===== config.mk =====
export PLATFORM = sky130hd
export DESIGN_NAME = icache_tag_array
export DESIGN_NICKNAME = d
export VERILOG_FILES = /design/src/common/icache_pkg.sv /design/src/icache/icache_tag_array.sv
export SDC_FILE = /design/constraint.sdc
export NUM_CORES = 1
export LEC_CHECK = 0
export ABC_AREA = 1
export ABC_CLOCK_PERIOD_IN_PS = 2800
export BUFFER_PORTS_ARGS = -buffer_cell sky130_fd_sc_hd__buf_4
export CORE_ASPECT_RATIO = 0.8
export CORE_MARGIN = 2
export CORE_UTILIZATION = 50
export DETAILED_ROUTE_END_ITERATION = 8
export PLACE_DENSITY_LB_ADDON = 0.3
export SYNTH_ARGS = -nofsm -noshare
export SYNTH_HDL_FRONTEND = slang
export SYNTH_SLANG_ARGS = --single-unit

===== constraint.sdc =====
create_clock -name clk_i -period 2.8 [get_ports clk_i]
set_clock_uncertainty 0.2 [all_clocks]
set_input_delay 0.56 -clock clk_i [delete_from_list [all_inputs] [get_ports clk_i]]
set_output_delay 0.56 -clock clk_i [all_outputs]
set_load 0.01 [all_outputs]

===== src/common/icache_pkg.sv =====
//////////////////////////////////////////////////////////////////////
// cache geometry and fetch address layout for the two-way icache
// every rtl file reaches these by icache_pkg:: scoped names
// the address union gives a raw view and a tag/index/offset view
//////////////////////////////////////////////////////////////////////

package icache_pkg;

  // core fetch address and instruction word
  localparam int ADDR_W     = 16;
  localparam int WORD_W     = 32;
  // one line carries four instruction words
  localparam int LINE_W     = 128;

  // two ways, sixteen sets
  localparam int NUM_WAYS   = 2;
  localparam int NUM_SETS   = 16;
  localparam int WAY_IDX_W  = $clog2(NUM_WAYS);

  // address split, offset is a byte offset within the line
  localparam int OFFSET_W   = 4;
  localparam int INDEX_W    = 4;
  localparam int TAG_W      = 8;
  // word select comes from offset bits 3..2
  localparam int WORD_SEL_W = 2;

  // replacement lfsr length
  localparam int LFSR_W     = 4;

  // field view of a fetch address, msb first
  typedef struct packed {
    logic [TAG_W-1:0]    tag;
    logic [INDEX_W-1:0]  index;
    logic [OFFSET_W-1:0] offset;
  } icache_addr_fields_t;

  // same word seen raw or split into fields
  typedef union packed {
    logic [ADDR_W-1:0]   raw;
    icache_addr_fields_t fields;
  } icache_addr_u;

endpackage


===== src/icache/icache_tag_array.sv =====
//////////////////////////////////////////////////////////////////////
// tag and valid storage for both ways of the icache
// a read registers tags and valid bits, hit and victim way follow
// one cycle later; a write fills the victim way, clr wipes a set
//////////////////////////////////////////////////////////////////////

`timescale 1ns/1ns

module icache_tag_array (
  input  logic                            clk_i,
  input  logic                            rst_ni,
  input  logic [icache_pkg::INDEX_W-1:0]  index_i,
  input  logic                            rd_en_i,
  input  logic                            wr_en_i,
  input  logic                            clr_i,
  input  logic [icache_pkg::TAG_W-1:0]    tag_i,
  output logic [icache_pkg::NUM_WAYS-1:0] hit_o,
  output logic [icache_pkg::NUM_WAYS-1:0] repl_way_o
);

  // storage
  logic [icache_pkg::TAG_W-1:0]    tag_mem [icache_pkg::NUM_WAYS][icache_pkg::NUM_SETS];
  logic [icache_pkg::NUM_WAYS-1:0] valid_q [icache_pkg::NUM_SETS];

  // registered read side
  logic [icache_pkg::TAG_W-1:0]    rd_tag_q [icache_pkg::NUM_WAYS];
  logic [icache_pkg::NUM_WAYS-1:0] rd_valid_q;
  logic [icache_pkg::TAG_W-1:0]    cmp_tag_q;

  // replacement
  logic [icache_pkg::LFSR_W-1:0]   lfsr_q;
  logic                            all_valid;

  //////////////////////////////////////////////////////////////////////
  // arrays
  //////////////////////////////////////////////////////////////////////

  // tags only ever land in the victim way
  always_ff @(posedge clk_i) begin
    if (wr_en_i) begin
      for (int w = 0; w < icache_pkg::NUM_WAYS; w++) begin
        if (repl_way_o[w]) begin
          tag_mem[w][index_i] <= tag_i;
        end
      end
    end
  end

  // valid bits, flush clear wins over a fill
  always_ff @(posedge clk_i or negedge rst_ni) begin
    if (!rst_ni) begin
      for (int s = 0; s < icache_pkg::NUM_SETS; s++) begin
        valid_q[s] <= '0;
      end
    end else if (clr_i) begin
      valid_q[index_i] <= '0;
    end else if (wr_en_i) begin
      valid_q[index_i] <= valid_q[index_i] | repl_way_o;
    end
  end

  // synchronous read, held until the next read
  always_ff @(posedge clk_i) begin
    if (rd_en_i) begin
      for (int w = 0; w < icache_pkg::NUM_WAYS; w++) begin
        rd_tag_q[w] <= tag_mem[w][index_i];
      end
      rd_valid_q <= valid_q[index_i];
      cmp_tag_q  <= tag_i;
    end
  end

  //////////////////////////////////////////////////////////////////////
  // compare and victim choice
  //////////////////////////////////////////////////////////////////////

  assign all_valid = &rd_valid_q;

  always_comb begin
    hit_o      = '0;
    repl_way_o = '0;
    for (int w = 0; w < icache_pkg::NUM_WAYS; w++) begin
      hit_o[w] = rd_valid_q[w] & (rd_tag_q[w] == cmp_tag_q);
    end
    // lowest invalid way first, scanning down keeps the lowest
    for (int w = icache_pkg::NUM_WAYS - 1; w >= 0; w--) begin
      if (!rd_valid_q[w]) begin
        repl_way_o    = '0;
        repl_way_o[w] = 1'b1;
      end
    end
    // set full, pick at random
    if (all_valid) begin
      repl_way_o[lfsr_q[icache_pkg::WAY_IDX_W-1:0]] = 1'b1;
    end
  end

  // x^4 + x^3 + 1, steps only when a full set is refilled
  always_ff @(posedge clk_i or negedge rst_ni) begin
    if (!rst_ni) begin
      lfsr_q <= 4'b1001;
    end else if (wr_en_i && all_valid) begin
      lfsr_q <= {lfsr_q[2:0], lfsr_q[3] ^ lfsr_q[2]};
    end
  end

endmodule


==> run summary <==
Status - finished, final reports clean
Cell Area, Synth - 12700 um2
CTS tree - built
Max-Cap Viols - 0
Vias - 7912
Ant diodes - 0
Synth cell types - 31
Period minus WS final - 2.65 ns
F_max - 377 MHz
Largest net degree at the start of global routing - 65
Max-slew headroom - 0.590
Fillcell total - 1985
Syn Nets - 976
Slowest cell on the critical path - edfxtp_1
DP Area - 13300 um2
VDD IR max - 0.427 mV
Startpoint Class - flip-flop
Cell Chain, Critical Path - inv_1 > o22ai_1 > nor4_1 > nand2_1 > nor2_1 > buf_4
Initial antenna violation count - 0
Die Ht - 146 um
Reg clk slew, reported paths - 0.06 ns
Final TNS setup - 0 ns
Max clock buf depth - 3
PD cells - 712 nW/um2
Die area - 26600 um2
Clock sink total - 318
RD Place Congestion - 0.859
CTS Buf Count - 31
Design Area, Final - 14300 um2
Final period util - 0.947
Synth warn - 0
Layout Nets - 1029
CTS resizes - 0
Avg Cell Area, Syn - 13.2 um2
Leak - 0.00531 uW
Vias/cell - 5.82
RSZ-0062 raised after global routing - no
Req. time, crit path - 2.04 ns
Initial DRC Count - 771
# H-tree levels - 1
Final WL - 30000 um
Worst-Skew Late Latency - 0.54 ns
Area grow syn2layout - 13.0%
Hold Crit Class - primary input to flip-flop
Max-slew violation count - 0
Maximum fanout along the worst path - 2
DRT Pass-1 Iters - 5
Yosys reg bits - 318
Setup crit end kind - output port
DIE WIDTH - 182 um
Drc violations - 0
CTS Hold Bufs - 1
FP Rows - 52
Port bufs - 20
Global-route wire length before repair - 45700 um
Max stage delay on crit path - 0.45 ns
CP Class - flip-flop to output port
Setup Viol. Count Final - 0
CTS root buffer - clkbuf_16
Post-CTS setup buffer count - 0
Arr. time, crit path - 1.89 ns
Ratio of cells with drive above 1 in the final layout - 0.132
DRT antenna net count - 0
I/O pin total - 21
Final Hold Fails - 0
Worst slew pin tran - 0.614 ns
Vias in the first global route - 7596
Mapped Cells - 959
CORE AREA - 25100 um2
Remaining Overflow, GRT - 0
Detailed Place HPWL - 18700 um
Starting density of the core - 0.504
Wire per inst - 22.1 um
Overall global routing resource usage - 0.227
Sequential share of the synthesized area - 0.740
cell type report:
cell class | count | area [um2] | share of cell area
Sequential cell | 318 | 9370 | 0.655
Multi-Input combinational cell | 570 | 2930 | 0.205
Clock buffer | 44 | 855 | 0.0597
Timing Repair Buffer | 71 | 561 | 0.0392
Tap cell | 324 | 405 | 0.0283
Clock inverter | 12 | 104 | 0.00726
Inverter | 20 | 75.1 | 0.00525
layout by cell type, fill, tap and decap left out, drive strengths merged, types with 3 or more instances in the layout:
master / n
xnor2: 6
nand3: 34
o21ai: 37
dfrtp: 34
clkinv: 10
buf: 70
nand4: 18
o22ai: 4
a22oi: 128
clkbuf: 44
nand2: 273
edfxtp: 282
nor2: 62
a21oi: 3
inv: 20
state kept, by name, summed over array words and instances, names as in the netlist:
signal	flops
lfsr_q	4
rd_tag_q	16
valid_q	32
rd_valid_q	2
tag_mem	256
cmp_tag_q	8
cell usage after synthesis, drive strengths merged:
master / count / area, um2
a21boi: 1 / 7.51
a21oi: 3 / 15.0
a221oi: 1 / 8.76
a22o: 1 / 8.76
a22oi: 128 / 961
buf: 33 / 213
clkbuf: 18 / 67.6
dfrtp: 34 / 851
dfstp: 2 / 52.6
edfxtp: 282 / 8470
inv: 20 / 75.1
mux2: 1 / 11.3
nand2: 273 / 1040
nand3: 34 / 220
nand4: 18 / 113
nor2: 62 / 270
nor4: 1 / 6.26
o21ai: 37 / 189
o22ai: 4 / 25.0
xnor2: 6 / 52.6
logic make-up (layout without fill, tap and decap cells):
group	after synthesis	in the layout	share of synthesized area
buffers and inverters	71	147	0.0281
xor gates and xnor gates	6	6	0.00415
muxes	1	1	0.000889
and+or+nand+nor	388	388	0.131
DFF	318	318	0.740
AOI/OAI and AO/OA	175	175	0.0960
worst paths after layout:
path / startpoint / to / slack, ns / cells after the start
worst min-delay path: tag_i[3] / tag_mem[0][19] / 0.26 / 1
min in group asynchronous: rst_ni / valid_q[29] / 0.33 / 2
worst max register to register: rd_valid_q[1] / tag_mem[0][174] / 0.70 / 7
worst max-delay path: rd_tag_q[0][6] / hit_o[0] / 0.15 / 6
worst min register to register: lfsr_q[3] / lfsr_q[3] / 0.30 / 2
max in group asynchronous: rst_ni / lfsr_q[0] / 1.71 / 2
per-layer routing:
metal  routed length [um]  up-vias  GRT usage
met5                    0        -          0
met4                  553        0     0.0496
met3                 2670       40     0.0404
met2                13200      342      0.337
met1                13500     3907      0.355
li1                     -     3623          -
critical path, delay by kind of cell, from the launching register on:
kind                   cells  cell delay [ns]
AO/OA/AOI/OAI              1             0.08
flip-flops                 1             0.45
AND/OR/NAND/NOR            3             0.54
buffers and inverters      2             0.28
power by group:
part	leakage [uW]	internal, uW	total (uW)	switching [uW]
clock	0.000471	2290	3940	1650
combinational	0.00180	243	792	549
sequential	0.00304	5360	5460	98.6
total	0.00531	7890	10200	2300
per-stage QoR:
step,utilization,hold slack [ns],worst slack [ns],cells,power [uW]
global route,0.570,0.262,0.0346,1359,10500
finish,0.570,0.260,0.147,1359,10200
detailed placement,0.531,0.286,0.372,1302,6330
floorplan,-,0.0644,0.605,959,6010
global placement,0.531,0.277,0.412,1302,6310
CTS,0.570,0.252,0.173,1359,10200
Power figures use the tool's default switching activity.
