<file path="config.mk">
export PLATFORM = sky130hd
export DESIGN_NAME = icache_ctrl
export DESIGN_NICKNAME = d
export VERILOG_FILES = /design/src/common/icache_pkg.sv /design/src/icache/icache_ctrl.sv
export SDC_FILE = /design/constraint.sdc
export NUM_CORES = 1
export LEC_CHECK = 0
export BUFFER_PORTS_ARGS = -buffer_cell sky130_fd_sc_hd__buf_2
export CAP_MARGIN = 20
export CORE_MARGIN = 10
export CORE_UTILIZATION = 43
export DETAILED_ROUTE_END_ITERATION = 12
export PLACE_DENSITY = 0.84
export SYNTH_ARGS = -nofsm -noshare
export SYNTH_HDL_FRONTEND = slang
export SYNTH_SLANG_ARGS = --single-unit
</file>
<file path="constraint.sdc">
create_clock -name clk_i -period 10.7 [get_ports clk_i]
set_input_delay 2.14 -clock clk_i [delete_from_list [all_inputs] [get_ports clk_i]]
set_output_delay 2.14 -clock clk_i [all_outputs]
set_load 0.005 [all_outputs]
</file>
<file path="src/common/icache_pkg.sv">
//////////////////////////////////////////////////////////////////////
// cache geometry and fetch address layout for the two-way icache
// every rtl file reaches these by icache_pkg:: scoped names
// the address union gives a raw view and a tag/index/offset view
//////////////////////////////////////////////////////////////////////

package icache_pkg;

  // core fetch address and instruction word
  localparam int ADDR_W     = 16;
  localparam int WORD_W     = 32;
  // one line carries four instruction words
  localparam int LINE_W     = 128;

  // two ways, sixteen sets
  localparam int NUM_WAYS   = 2;
  localparam int NUM_SETS   = 16;
  localparam int WAY_IDX_W  = $clog2(NUM_WAYS);

  // address split, offset is a byte offset within the line
  localparam int OFFSET_W   = 4;
  localparam int INDEX_W    = 4;
  localparam int TAG_W      = 8;
  // word select comes from offset bits 3..2
  localparam int WORD_SEL_W = 2;

  // replacement lfsr length
  localparam int LFSR_W     = 4;

  // field view of a fetch address, msb first
  typedef struct packed {
    logic [TAG_W-1:0]    tag;
    logic [INDEX_W-1:0]  index;
    logic [OFFSET_W-1:0] offset;
  } icache_addr_fields_t;

  // same word seen raw or split into fields
  typedef union packed {
    logic [ADDR_W-1:0]   raw;
    icache_addr_fields_t fields;
  } icache_addr_u;

endpackage

</file>
<file path="src/icache/icache_ctrl.sv">
//////////////////////////////////////////////////////////////////////
// icache controller: fetch fsm, set-by-set flush and refill handling
// drives index, enables and tag of both arrays, merges per-way
// words using the hit vector and answers the core one word at a time
//////////////////////////////////////////////////////////////////////

`timescale 1ns/1ns

module icache_ctrl (
  input  logic                                                  clk_i,
  input  logic                                                  rst_ni,
  input  logic                                                  flush_i,
  // core fetch side
  input  logic                                                  req_valid_i,
  input  icache_pkg::icache_addr_u                              req_addr_i,
  output logic                                                  req_ready_o,
  output logic                                                  rsp_valid_o,
  output logic [icache_pkg::WORD_W-1:0]                         rsp_data_o,
  input  logic                                                  rsp_ready_i,
  // memory side
  output logic                                                  mem_req_valid_o,
  output logic [icache_pkg::ADDR_W-1:0]                         mem_req_addr_o,
  input  logic                                                  mem_req_ready_i,
  input  logic                                                  mem_rtrn_valid_i,
  input  logic [icache_pkg::LINE_W-1:0]                         mem_rtrn_line_i,
  output logic                                                  miss_o,
  // array control
  output logic [icache_pkg::INDEX_W-1:0]                        index_o,
  output logic                                                  rd_en_o,
  output logic                                                  wr_en_o,
  output logic                                                  clr_o,
  output logic [icache_pkg::TAG_W-1:0]                          tag_o,
  output logic [icache_pkg::WORD_SEL_W-1:0]                     word_sel_o,
  output logic [icache_pkg::NUM_WAYS-1:0]                       wr_way_o,
  // array results
  input  logic [icache_pkg::NUM_WAYS-1:0]                       hit_i,
  input  logic [icache_pkg::NUM_WAYS-1:0]                       repl_way_i,
  input  logic [icache_pkg::NUM_WAYS-1:0][icache_pkg::WORD_W-1:0] words_i
);

  typedef enum logic [2:0] {FLUSH, IDLE, LOOKUP, MISS_REQ, MISS_WAIT, RESPOND} state_e;

  state_e                                state_q, state_d;
  logic [icache_pkg::INDEX_W-1:0]        flush_cnt_q;
  logic                                  flush_pend_q;
  icache_pkg::icache_addr_u              addr_q;
  icache_pkg::icache_addr_u              cur_addr;
  logic [icache_pkg::NUM_WAYS-1:0]       repl_way_q;
  logic [icache_pkg::WORD_W-1:0]         rsp_data_q;
  logic [icache_pkg::WORD_W-1:0]         hit_word;
  logic [icache_pkg::WORD_W-1:0]         fill_word;
  logic                                  req_fire;
  logic                                  fill_fire;

  //////////////////////////////////////////////////////////////////////
  // handshakes and array control
  //////////////////////////////////////////////////////////////////////

  // one request in flight, accept only in IDLE
  assign req_ready_o = (state_q == IDLE);
  assign req_fire    = req_ready_o & req_valid_i;
  assign fill_fire   = (state_q == MISS_WAIT) & mem_rtrn_valid_i;

  // the lookup reads with the incoming address, everything later uses the latched one
  assign cur_addr    = (state_q == IDLE) ? req_addr_i : addr_q;
  assign index_o     = (state_q == FLUSH) ? flush_cnt_q : cur_addr.fields.index;
  assign tag_o       = cur_addr.fields.tag;
  assign word_sel_o  = cur_addr.fields.offset[icache_pkg::OFFSET_W-1 -: icache_pkg::WORD_SEL_W];
  assign rd_en_o     = req_fire;
  // returns are taken whenever they show up in MISS_WAIT
  assign wr_en_o     = fill_fire;
  assign clr_o       = (state_q == FLUSH);
  assign wr_way_o    = repl_way_q;

  // line-aligned refill address
  assign mem_req_valid_o = (state_q == MISS_REQ);
  assign mem_req_addr_o  = {addr_q.fields.tag, addr_q.fields.index,
                            {icache_pkg::OFFSET_W{1'b0}}};
  // perf counter pulse, one per refill handshake
  assign miss_o          = mem_req_valid_o & mem_req_ready_i;

  assign rsp_valid_o = (state_q == RESPOND);
  assign rsp_data_o  = rsp_data_q;

  // word of the hitting way, hit vector is at most one-hot
  always_comb begin
    hit_word = '0;
    for (int w = 0; w < icache_pkg::NUM_WAYS; w++) begin
      if (hit_i[w]) begin
        hit_word = words_i[w];
      end
    end
  end

  // requested word straight out of the returned line
  assign fill_word = mem_rtrn_line_i[word_sel_o * icache_pkg::WORD_W +: icache_pkg::WORD_W];

  //////////////////////////////////////////////////////////////////////
  // fsm
  //////////////////////////////////////////////////////////////////////

  always_comb begin
    state_d = state_q;
    unique case (state_q)
      // one set per cycle, leave after the last one
      FLUSH: begin
        if (flush_cnt_q == icache_pkg::NUM_SETS - 1) begin
          state_d = IDLE;
        end
      end
      // a request taken together with a flush pulse keeps the flush pending
      IDLE: begin
        if (req_fire) begin
          state_d = LOOKUP;
        end else if (flush_i || flush_pend_q) begin
          state_d = FLUSH;
        end
      end
      LOOKUP: begin
        state_d = (|hit_i) ? RESPOND : MISS_REQ;
      end
      MISS_REQ: begin
        if (mem_req_ready_i) begin
          state_d = MISS_WAIT;
        end
      end
      MISS_WAIT: begin
        if (mem_rtrn_valid_i) begin
          state_d = RESPOND;
        end
      end
      // run a remembered flush right after the response leaves
      RESPOND: begin
        if (rsp_ready_i) begin
          state_d = (flush_i || flush_pend_q) ? FLUSH : IDLE;
        end
      end
      default: begin
        state_d = FLUSH;
      end
    endcase
  end

  // control state, reset starts with a full flush
  always_ff @(posedge clk_i or negedge rst_ni) begin
    if (!rst_ni) begin
      state_q      <= FLUSH;
      flush_cnt_q  <= '0;
      flush_pend_q <= 1'b0;
    end else begin
      state_q <= state_d;
      // counter wraps back to zero on the last set
      if (state_q == FLUSH) begin
        flush_cnt_q <= flush_cnt_q + 1'b1;
      end
      flush_pend_q <= (state_q == FLUSH) ? 1'b0 : (flush_pend_q | flush_i);
    end
  end

  // payload registers
  always_ff @(posedge clk_i) begin
    if (req_fire) begin
      addr_q <= req_addr_i;
    end
    // victim is fixed before the fill goes out
    if (state_q == LOOKUP) begin
      repl_way_q <= repl_way_i;
    end
    if (state_q == LOOKUP && |hit_i) begin
      rsp_data_q <= hit_word;
    end else if (fill_fire) begin
      rsp_data_q <= fill_word;
    end
  end

endmodule

</file>
==> results of run 1 <==
==> sequential cells by signal, summed over array words and instances, names as in the netlist <==
name,cells
flush_cnt_q,4
rsp_data_o,32
flush_pend_q,1
wr_way_o,2
state_q,3
addr_q,14
==> metal layers <==
| metal | GRT usage | wire length [um] | vias up |
|---|---|---|---|
| met5 | 0 | 0 | - |
| met4 | 0.0592 | 336 | 0 |
| met3 | 0.0847 | 1910 | 26 |
| met2 | 0.391 | 7810 | 311 |
| met1 | 0.254 | 5570 | 2009 |
| li1 | - | - | 2015 |
==> synthesized netlist by cell type <==
cell type | instances | area, um2
conb_1 | 1 | 3.75
a32o_1 | 32 | 320
edfxtp_1 | 48 | 1440
buf_1 | 1 | 3.75
xor2_1 | 1 | 8.76
nor2_8 | 1 | 20.0
nand2b_1 | 1 | 6.26
o22ai_1 | 34 | 213
and2_1 | 2 | 12.5
nor2b_1 | 2 | 12.5
buf_2 | 10 | 50.1
nand4_1 | 1 | 6.26
buf_4 | 21 | 158
buf_6 | 4 | 45.0
a221o_1 | 1 | 10.0
and3_1 | 1 | 6.26
nand2_1 | 158 | 593
nor2_1 | 12 | 45.0
xnor2_1 | 2 | 17.5
mux2i_1 | 4 | 40.0
o21ai_0 | 4 | 20.0
nor3_1 | 2 | 10.0
inv_1 | 3 | 11.3
nand2_2 | 1 | 6.26
o21ai_1 | 1 | 5.00
a31oi_1 | 33 | 206
o21a_1 | 1 | 7.51
o221ai_1 | 1 | 8.76
inv_2 | 2 | 7.51
mux2_2 | 1 | 11.3
and3b_1 | 1 | 8.76
dfrtp_1 | 8 | 200
mux2i_2 | 1 | 13.8
clkbuf_1 | 15 | 56.3
nor3b_4 | 1 | 18.8
ha_1 | 1 | 12.5
a21oi_1 | 6 | 30.0
o2bb2ai_1 | 1 | 8.76
==> stage by stage <==
step / std cells / cell area, um2 / utilization / setup slack (ps) / power, mW
final: 775 / 5130 / 0.621 / 5360 / 1.15
after global routing: 775 / 5130 / 0.621 / 5290 / 1.23
after CTS: 774 / 5100 / 0.617 / 5380 / 1.15
after detailed placement: 766 / 4980 / 0.603 / 5380 / 1.01
after global placement: 765 / 4970 / 0.602 / 5420 / 0.981
after floorplan: 423 / 3670 / - / 5740 / 0.797
==> final timing paths <==
kind / from / endpoint
worst max register to register: state_q[0] / rsp_data_o[31]
worst min register to register: flush_cnt_q[3] / flush_cnt_q[3]
min in group asynchronous: rst_ni / flush_pend_q
max in group asynchronous: rst_ni / flush_cnt_q[1]
worst max-delay path: req_addr_i[2] / word_sel_o[0]
worst min-delay path: flush_cnt_q[3] / flush_cnt_q[3]
==> power by group <==
group / leakage [nW] / total (mW) / switching, mW / internal [mW]
Clock: 0.0548 / 0.144 / 0.0734 / 0.0707
Sequential: 0.536 / 0.390 / 0.0477 / 0.343
Combinational: 1.85 / 0.611 / 0.355 / 0.256
Total: 2.44 / 1.15 / 0.476 / 0.670
==> worst max-delay path: cells and delay by family <==
| kind | cells | cell delay, ps |
|---|---|---|
| multiplexers | 1 | 130 |
| buffers and inverters | 4 | 890 |
==> cells by family (layout without fill, tap and decap cells) <==
| kind of cell | count (synthesis) | in the layout | share of synthesized area |
|---|---|---|---|
| and+or+nand+nor | 183 | 183 | 0.204 |
| xor gates and xnor gates | 3 | 3 | 0.00719 |
| adders and majority gates | 1 | 1 | 0.00342 |
| buffers and inverters | 56 | 303 | 0.0907 |
| muxes | 6 | 6 | 0.0178 |
| AOI/OAI and AO/OA | 114 | 114 | 0.227 |
| DFF | 56 | 56 | 0.449 |
| other | 1 | 4 | 0.00103 |
==> final cells by class <==
class	count	area, um2	area share
Sequential cell	56	1640	0.320
Inverter	5	18.8	0.00366
Clock buffer	5	68.8	0.0134
Clock inverter	3	46.3	0.00903
Tap cell	105	131	0.0256
Timing Repair Buffer	290	1500	0.292
Multi-Input combinational cell	311	1720	0.336
==> metrics.yaml, run 1 <==
worst_setup_path:
  path_cells: "buf_2, mux2i_4, buf_4, inv_2, buf_2"
  r2r_cells: 9
  crit_top_cell: "buf_2"
  critPathKind: "primary input to output pin"
  max_stage_delay_ps: 550
  cp.arrival_ps: 3200
  worst_setup_path_start_kind: "primary input"
  crit_path_end_kind: "output pin"
  r2r_slack_ps: 7230
  critPathRequiredTime_ps: 8560
  cp_max_fo: 65
  crit_slowest_cell: "buf_4"
layout:
  layout_commonest_cell: "buf_2"
  final_cell_mix: "283 x buf_2, 158 x nand2_1, 48 x edfxtp_1"
  drive_above_1_share: 0.460
  area_growth_pct: 40.2
  fill_cells: 712
  antenna_cells: 0
  layout.nets: 889
clock_network:
  cts-htree-levels: 2
  numCtsBuffers: 5
  insertion_delay_ps: 310
  cts_setup_buffers: 0
  clk_pin_slew_worst_paths_ps: 110
  hold_buffers: 0
  postCtsResizedCells: 0
  cts_tree: "done"
  cts_buffer_depth: 2
  clock-sinks: 56
  clockRootBuffer: "clkbuf_8"
sta:
  layout_min_cycle_time_ps: 5340
  setup_viol: 0
  whs_ps: 519
  finalHoldViolCount: 0
  fin_crit_sh: 0.499
  maxSlewHeadroom: 0.305
  tightest_slew_ps: 1040
  report.final.slew_viol_count: 0
  fmax_ghz: 0.187
  rsz0062_at_grt: "no"
  fin_setup_tns_ps: 0
  skew_ps: 7.70
job:
  cap_violations: 0
drt:
  drc_errors: 0
  vias: 4361
  post_drt_wl_per_cell_um: 20.2
  ant_nets: 0
  via_per_inst: 5.63
  drtIter0Drc: 379
  wirelength_mm: 15.6
  firstDrtPassIters: 5
worst_hold_path:
  hold_path_depth: 1
  hp-class: "flop to flop"
global_route:
  grt-ovfl-total: 0
  grt_use_total: 0.225
  grt_first_pass_wirelength_mm: 23.5
  grt_pass1_vias: 4425
  antenna_found_initial: 0
  grt_max_degree: 66
place:
  place_hpwl_mm: 12.6
  gp_congestion: 0.908
  io_buffers: 283
die:
  ios: 290
  start_util: 0.443
  rows: 33
  chipWidth_um: 112
  core_area_um2: 8260
  die-area_um2: 12600
  die_h_um: 112
logic_synthesis:
  syn_area_um2: 3660
  yosysWarnings: 0
  synthCells: 420
  yosysUniqueCellTypes: 38
  avgSynthCellArea_um2: 8.70
  yosysSeqAreaShare: 0.449
  ys_ff_latch: 56
power_and_ir_drop:
  p_leak_nw: 2.44
  powerDensity_nw_per_um2: 224
  ir_drop_mv: 0.0991
run_status:
  status: "finished, final reports clean"
No activity file was read; power rests on OpenSTA's default activity.
==> run 2, diff against run 1 <==
--- a/config.mk
+++ b/config.mk
@@ -8,9 +8,9 @@
 export BUFFER_PORTS_ARGS = -buffer_cell sky130_fd_sc_hd__buf_2
 export CAP_MARGIN = 20
 export CORE_MARGIN = 10
-export CORE_UTILIZATION = 43
+export CORE_UTILIZATION = 40
 export DETAILED_ROUTE_END_ITERATION = 12
-export PLACE_DENSITY = 0.84
+export PLACE_DENSITY = 0.78
 export SYNTH_ARGS = -nofsm -noshare
 export SYNTH_HDL_FRONTEND = slang
 export SYNTH_SLANG_ARGS = --single-unit
==> constraint.sdc (replaced) <==
create_clock -name clk_i -period 5 [get_ports clk_i]
set_input_delay 1 -clock clk_i [delete_from_list [all_inputs] [get_ports clk_i]]
set_output_delay 1 -clock clk_i [all_outputs]
set_load 0.005 [all_outputs]
==> metrics.yaml, run 2 (synthesized netlist as in run 1, its figures left out) <==
run_status:
  status: "finished, final reports clean"
drt:
  ant_nets: 0  # unchanged
  wirelength_mm: 15.6  # about the same
  vias: 4245  # -2.7%
  via_per_inst: 5.44  # -3.3%
  drtIter0Drc: 482  # +27%
  drc_errors: 0  # unchanged
  firstDrtPassIters: 5  # unchanged
  post_drt_wl_per_cell_um: 20.0  # -0.67%
global_route:
  grt-ovfl-total: 0  # unchanged
  grt_first_pass_wirelength_mm: 22.6  # -3.8%
  antenna_found_initial: 0  # unchanged
  grt_max_degree: 65  # -1.5%
  grt_use_total: 0.211  # -0.0142
  grt_pass1_vias: 4379  # -1.0%
layout:
  area_growth_pct: 39.8
  drive_above_1_share: 0.461  # +0.000805
  fin_util: 0.581  # -0.0402
  final_cell_mix: "283 x buf_2, 158 x nand2_1, 48 x edfxtp_1"
  layout.nets: 890  # +0.11%
  largest_reg_flops: 32  # unchanged
  fill_cells: 786  # +10%
  layout_commonest_cell: "buf_2"
  seqCellArea_um2: 1640  # unchanged
  multi_input_area_um2: 1720  # unchanged
worst_setup_path:
  r2r-end: "rsp_data_o[31]"
  crit_end: "rd_en_o"
  critPathRequiredTime_ps: 4000  # -4560 ps
  critPathKind: "flop to output pin"
  reg2reg_from: "state_q[0]"
  r2r_cells: 7  # -2
  worst_setup_path_start_kind: "flop"
  critical_path.startpoint: "state_q[0]"
  crit_path_end_kind: "output pin"
  cp.arrival_ps: 2660  # -540 ps
  cp_max_fo: 16  # -75%
  r2r_slack_ps: 1890  # -5340 ps
sta:
  finalHoldViolCount: 0  # unchanged
  fin_crit_sh: 0.733
  fin_setup_tns_ps: 0  # unchanged
  tightest_slew_ps: 794  # -245 ps
  fmax_ghz: 0.273
  setup_viol: 0  # unchanged
  whs_ps: 501  # -17.3 ps
  layout_min_cycle_time_ps: 3660
  maxSlewHeadroom: 0.468  # +0.163
  setup_slack_ps: 1340  # -4020 ps
  skew_ps: 13.3  # +5.55 ps
  report.final.slew_viol_count: 0  # unchanged
  rsz0062_at_grt: "no"
power_and_ir_drop:
  ir_drop_mv: 0.204  # +110%
  p_leak_nw: 2.44  # -0.21%
  powerDensity_nw_per_um2: 474  # +110%
die:
  start_util: 0.415  # -0.0276
  die_h_um: 116  # +3.0%
  ios: 290  # unchanged
  die-area_um2: 13400  # +6.1%
  core_area_um2: 8810  # +6.6%
  chipWidth_um: 116  # +3.0%
  rows: 34  # +3.0%
clock_network:
  cts_buffer_depth: 2  # unchanged
  numCtsBuffers: 5  # unchanged
  hold_buffers: 0  # unchanged
  cts_tree: "done"
  clk_pin_slew_worst_paths_ps: 120  # about the same
  insertion_delay_ps: 310  # about the same
  clock-sinks: 56  # unchanged
  postCtsResizedCells: 0  # unchanged
  cts_setup_buffers: 0  # unchanged
  cts-htree-levels: 2  # unchanged
  clockRootBuffer: "clkbuf_8"
place:
  io_buffers: 283  # unchanged
  place_hpwl_mm: 12.5  # -0.68%
  pre_cts_ws_ps: 1690  # -3690 ps
  gp_congestion: 0.906  # -0.26%
job:
  cap_violations: 0  # unchanged
worst_hold_path:
  hp-class: "primary input to asynchronous set/reset pin"
==> run 2: how the worst min path moves through the flow <==
stage | startpoint | endpoint | slack (ps) | cells past startpoint
finish | rst_ni | flush_pend_q | 500 | 1
global route | rst_ni | flush_pend_q | 500 | 1
CTS | rst_ni | flush_pend_q | 500 | 1
detailed placement | flush_cnt_q[3] | flush_cnt_q[3] | 510 | 1
global placement | flush_cnt_q[3] | flush_cnt_q[3] | 490 | 1
floorplan | flush_cnt_q[3] | flush_cnt_q[3] | 470 | 1
==> run 2: area by class of cell <==
cell class,count,share of cell area
multi-input cells,311,0.337
flip-flops and latches,56,0.321
repair buffers,291,0.293
well taps,108,0.0264
clock buffers,5,0.0135
clock inverters,3,0.00514
inverters,5,0.00367
diodes,1,0.000489
==> run 2: per-stage QoR <==
stage	instance area [um2]	total power, mW	cells
2_1_floorplan	3670	1.71	423
3_3_place_gp	4980	2.11	769
3_5_place_dp	4980	2.16	769
4_1_cts	5070	2.43	777
5_1_grt	5110	2.61	779
6_report	5110	2.43	780
==> run 2: metal layers <==
layer  global-route usage  vias up  part of all wire
met5                    0        -                 0
met1                0.235     1926              0.36
met2                0.368      276              0.50
li1                     -     2021                 -
met3               0.0811       22              0.12
met4               0.0591        0             0.017
==> run 2: worst max-delay path, stage by stage, from the launching register on <==
cell and delay, ps:
dfrtp_1 810, nand2_2 320, inv_2 330, and2_1 640, buf_2 240
==> run 2: where the power goes <==
group          internal (mW)  switching (mW)
logic                  0.559           0.763
registers              0.731           0.103
clock network          0.104           0.166
total                   1.39            1.03
==> run 3, diff against run 2 <==
--- a/config.mk
+++ b/config.mk
@@ -8,9 +8,9 @@
 export BUFFER_PORTS_ARGS = -buffer_cell sky130_fd_sc_hd__buf_2
 export CAP_MARGIN = 20
 export CORE_MARGIN = 10
-export CORE_UTILIZATION = 40
+export CORE_UTILIZATION = 36
 export DETAILED_ROUTE_END_ITERATION = 12
-export PLACE_DENSITY = 0.78
+export PLACE_DENSITY = 0.74
 export SYNTH_ARGS = -nofsm -noshare
 export SYNTH_HDL_FRONTEND = slang
 export SYNTH_SLANG_ARGS = --single-unit
==> constraint.sdc (replaced) <==
create_clock -name clk_i -period 3.2 [get_ports clk_i]
set_input_delay 0.64 -clock clk_i [delete_from_list [all_inputs] [get_ports clk_i]]
set_output_delay 0.64 -clock clk_i [all_outputs]
set_load 0.005 [all_outputs]
==> metrics.yaml, run 3 (synthesized netlist as in run 1, its figures left out) <==
power_and_ir_drop:
  clockPowerShare: 0.109  # -0.002
  ir_drop_mv: 0.383  # +88%
  p_int_mw: 2.21  # +58%
  p_leak_nw: 2.46  # +0.82%
  p_comb_frac: 0.559  # +0.014
  swShare: 0.423  # -0.00187
  powerDensity_nw_per_um2: 738  # +56%
  switchingPower_mw: 1.62  # +57%
  pwr-share-seq: 0.332  # -0.012
place:
  gp_congestion: 0.921  # +1.7%
  io_buffers: 283  # unchanged
  pre_cts_ws_ps: 243  # -1450 ps
  place_hpwl_mm: 12.5  # about the same
clock_network:
  hold_buffers: 0  # unchanged
  cts_tree: "done"
  insertion_delay_ps: 320  # about the same
  cts_setup_buffers: 0  # unchanged
  postCtsResizedCells: 0  # unchanged
  cts-htree-levels: 2  # unchanged
  cts_buffer_depth: 2  # unchanged
  clock-sinks: 56  # unchanged
  numCtsBuffers: 5  # unchanged
  clk_pin_slew_worst_paths_ps: 110  # about the same
  clockRootBuffer: "clkbuf_8"
layout:
  seqCellArea_um2: 1640  # unchanged
  layout_commonest_cell: "buf_2"
  layout.nets: 894  # +0.45%
  area_growth_pct: 41.8
  drive_above_1_share: 0.464  # +0.00320
  multi_input_area_um2: 1740  # +0.73%
  fin_util: 0.528  # -0.0527
  largest_reg_flops: 32  # unchanged
  final_cell_mix: "283 x buf_2, 158 x nand2_1, 48 x edfxtp_1"
  fill_cells: 948  # +21%
global_route:
  antenna_found_initial: 3  # +3
  grt_first_pass_wirelength_mm: 23.2  # +2.4%
  grt_max_degree: 65  # unchanged
  gr-usage-met3: 0.0819  # +0.000762
  use_met2: 0.344  # -0.0243
  busiest_layer: "met2"
  grt_pass1_vias: 4469  # +2.1%
  grt_use_total: 0.198  # -0.0136
  grt-ovfl-total: 0  # unchanged
  use_met1: 0.212  # -0.0232
sta:
  finalHoldViolCount: 0  # unchanged
  rsz0062_at_grt: "no"
  setup_slack_ps: 264  # -1070 ps
  setup_viol: 0  # unchanged
  fin_crit_sh: 0.918
  skew_ps: 6.00  # -7.25 ps
  maxSlewHeadroom: 0.511  # +0.0431
  tightest_slew_ps: 733  # -61.1 ps
  fin_setup_tns_ps: 0  # unchanged
  report.final.slew_viol_count: 0  # unchanged
  layout_min_cycle_time_ps: 2940
  fmax_ghz: 0.341
worst_setup_path:
  crit_path_end_kind: "output pin"
  path_cells: "nor2_8, nand2_2, inv_2, mux2i_4, inv_4, buf_2"
  max_stage_delay_ps: 540  # -270 ps
  worst_setup_path_start_kind: "flop"
  reg2reg_from: "state_q[2]"
  critPathRequiredTime_ps: 2560  # -1440 ps
  crit_slowest_cell: "dfrtp_1"
  cp_max_fo: 41  # +25
  cp.arrival_ps: 2300  # -360 ps
  critical_path.startpoint: "state_q[2]"
  critPathKind: "flop to output pin"
drt:
  drc_errors: 0  # unchanged
  firstDrtPassIters: 5  # unchanged
  wirelength_mm: 15.6  # about the same
  drtIter0Drc: 334  # -31%
  post_drt_wl_per_cell_um: 19.3  # -3.8%
  via_per_inst: 5.31  # -2.4%
  vias: 4302  # +1.3%
  ant_nets: 0  # unchanged
run_status:
  status: "finished, final reports clean"
die:
  start_util: 0.372  # -0.0429
  die-area_um2: 14600  # +9.1%
  chipWidth_um: 121  # +4.5%
  rows: 36  # +5.9%
  core_area_um2: 9820  # +12%
  ios: 290  # unchanged
  die_h_um: 121  # +4.5%
job:
  cap_violations: 0  # unchanged
worst_hold_path:
  hp-class: "primary input to asynchronous set/reset pin"
-- run 3: path summary, 6_finish.rpt --
check                            endpoint  depth (start not counted)  slack [ps]
max in group asynchronous  flush_cnt_q[3]                          1        2890
hold reg to reg            flush_cnt_q[3]                          1         520
setup reg to reg            rsp_data_o[0]                          8         300
min in group clk_i            wr_way_o[1]                          1         500
hold / removal               flush_pend_q                          1         140
setup / recovery            word_sel_o[0]                          6         260
-- run 3: metal layers --
metal,vias up,wire length [um]
met4,0,410
met3,27,1750
met2,261,7660
met1,1982,5790
li1,2032,-
met5,-,0
-- run 3: power by group through the flow --
stage	registers [mW]	logic (mW)	clock network, mW
finish	1.27	2.14	0.415
global route	1.30	2.39	0.448
CTS	1.27	2.17	0.427
detailed placement	1.29	2.16	0
global placement	1.28	2.11	0
floorplan	1.26	1.41	0
-- run 3: critical path, delay by kind of cell, from the launching register on --
kind                   cells  cell delay, ps
DFF                        1             540
and+or+nand+nor            2             430
muxes                      1             310
buffers and inverters      3             680
-- run 3: cell type report --
type / instances / share of cell area
flip-flops and latches: 56 / 0.317
multi-input cells: 311 / 0.335
repair buffers: 295 / 0.293
inverters: 5 / 0.00410
well taps: 133 / 0.0321
diodes: 2 / 0.000965
clock inverters: 3 / 0.00507
clock buffers: 5 / 0.0133
-- run 3: metrics by stage --
stage	cells	instance area [um2]	total power, mW	hold slack [ps]
final	810	5180	3.83	145
after global routing	810	5180	4.13	134
after CTS	808	5180	3.87	137
after detailed placement	800	5080	3.45	495
after global placement	800	5080	3.39	486
after floorplan	423	3670	2.66	344
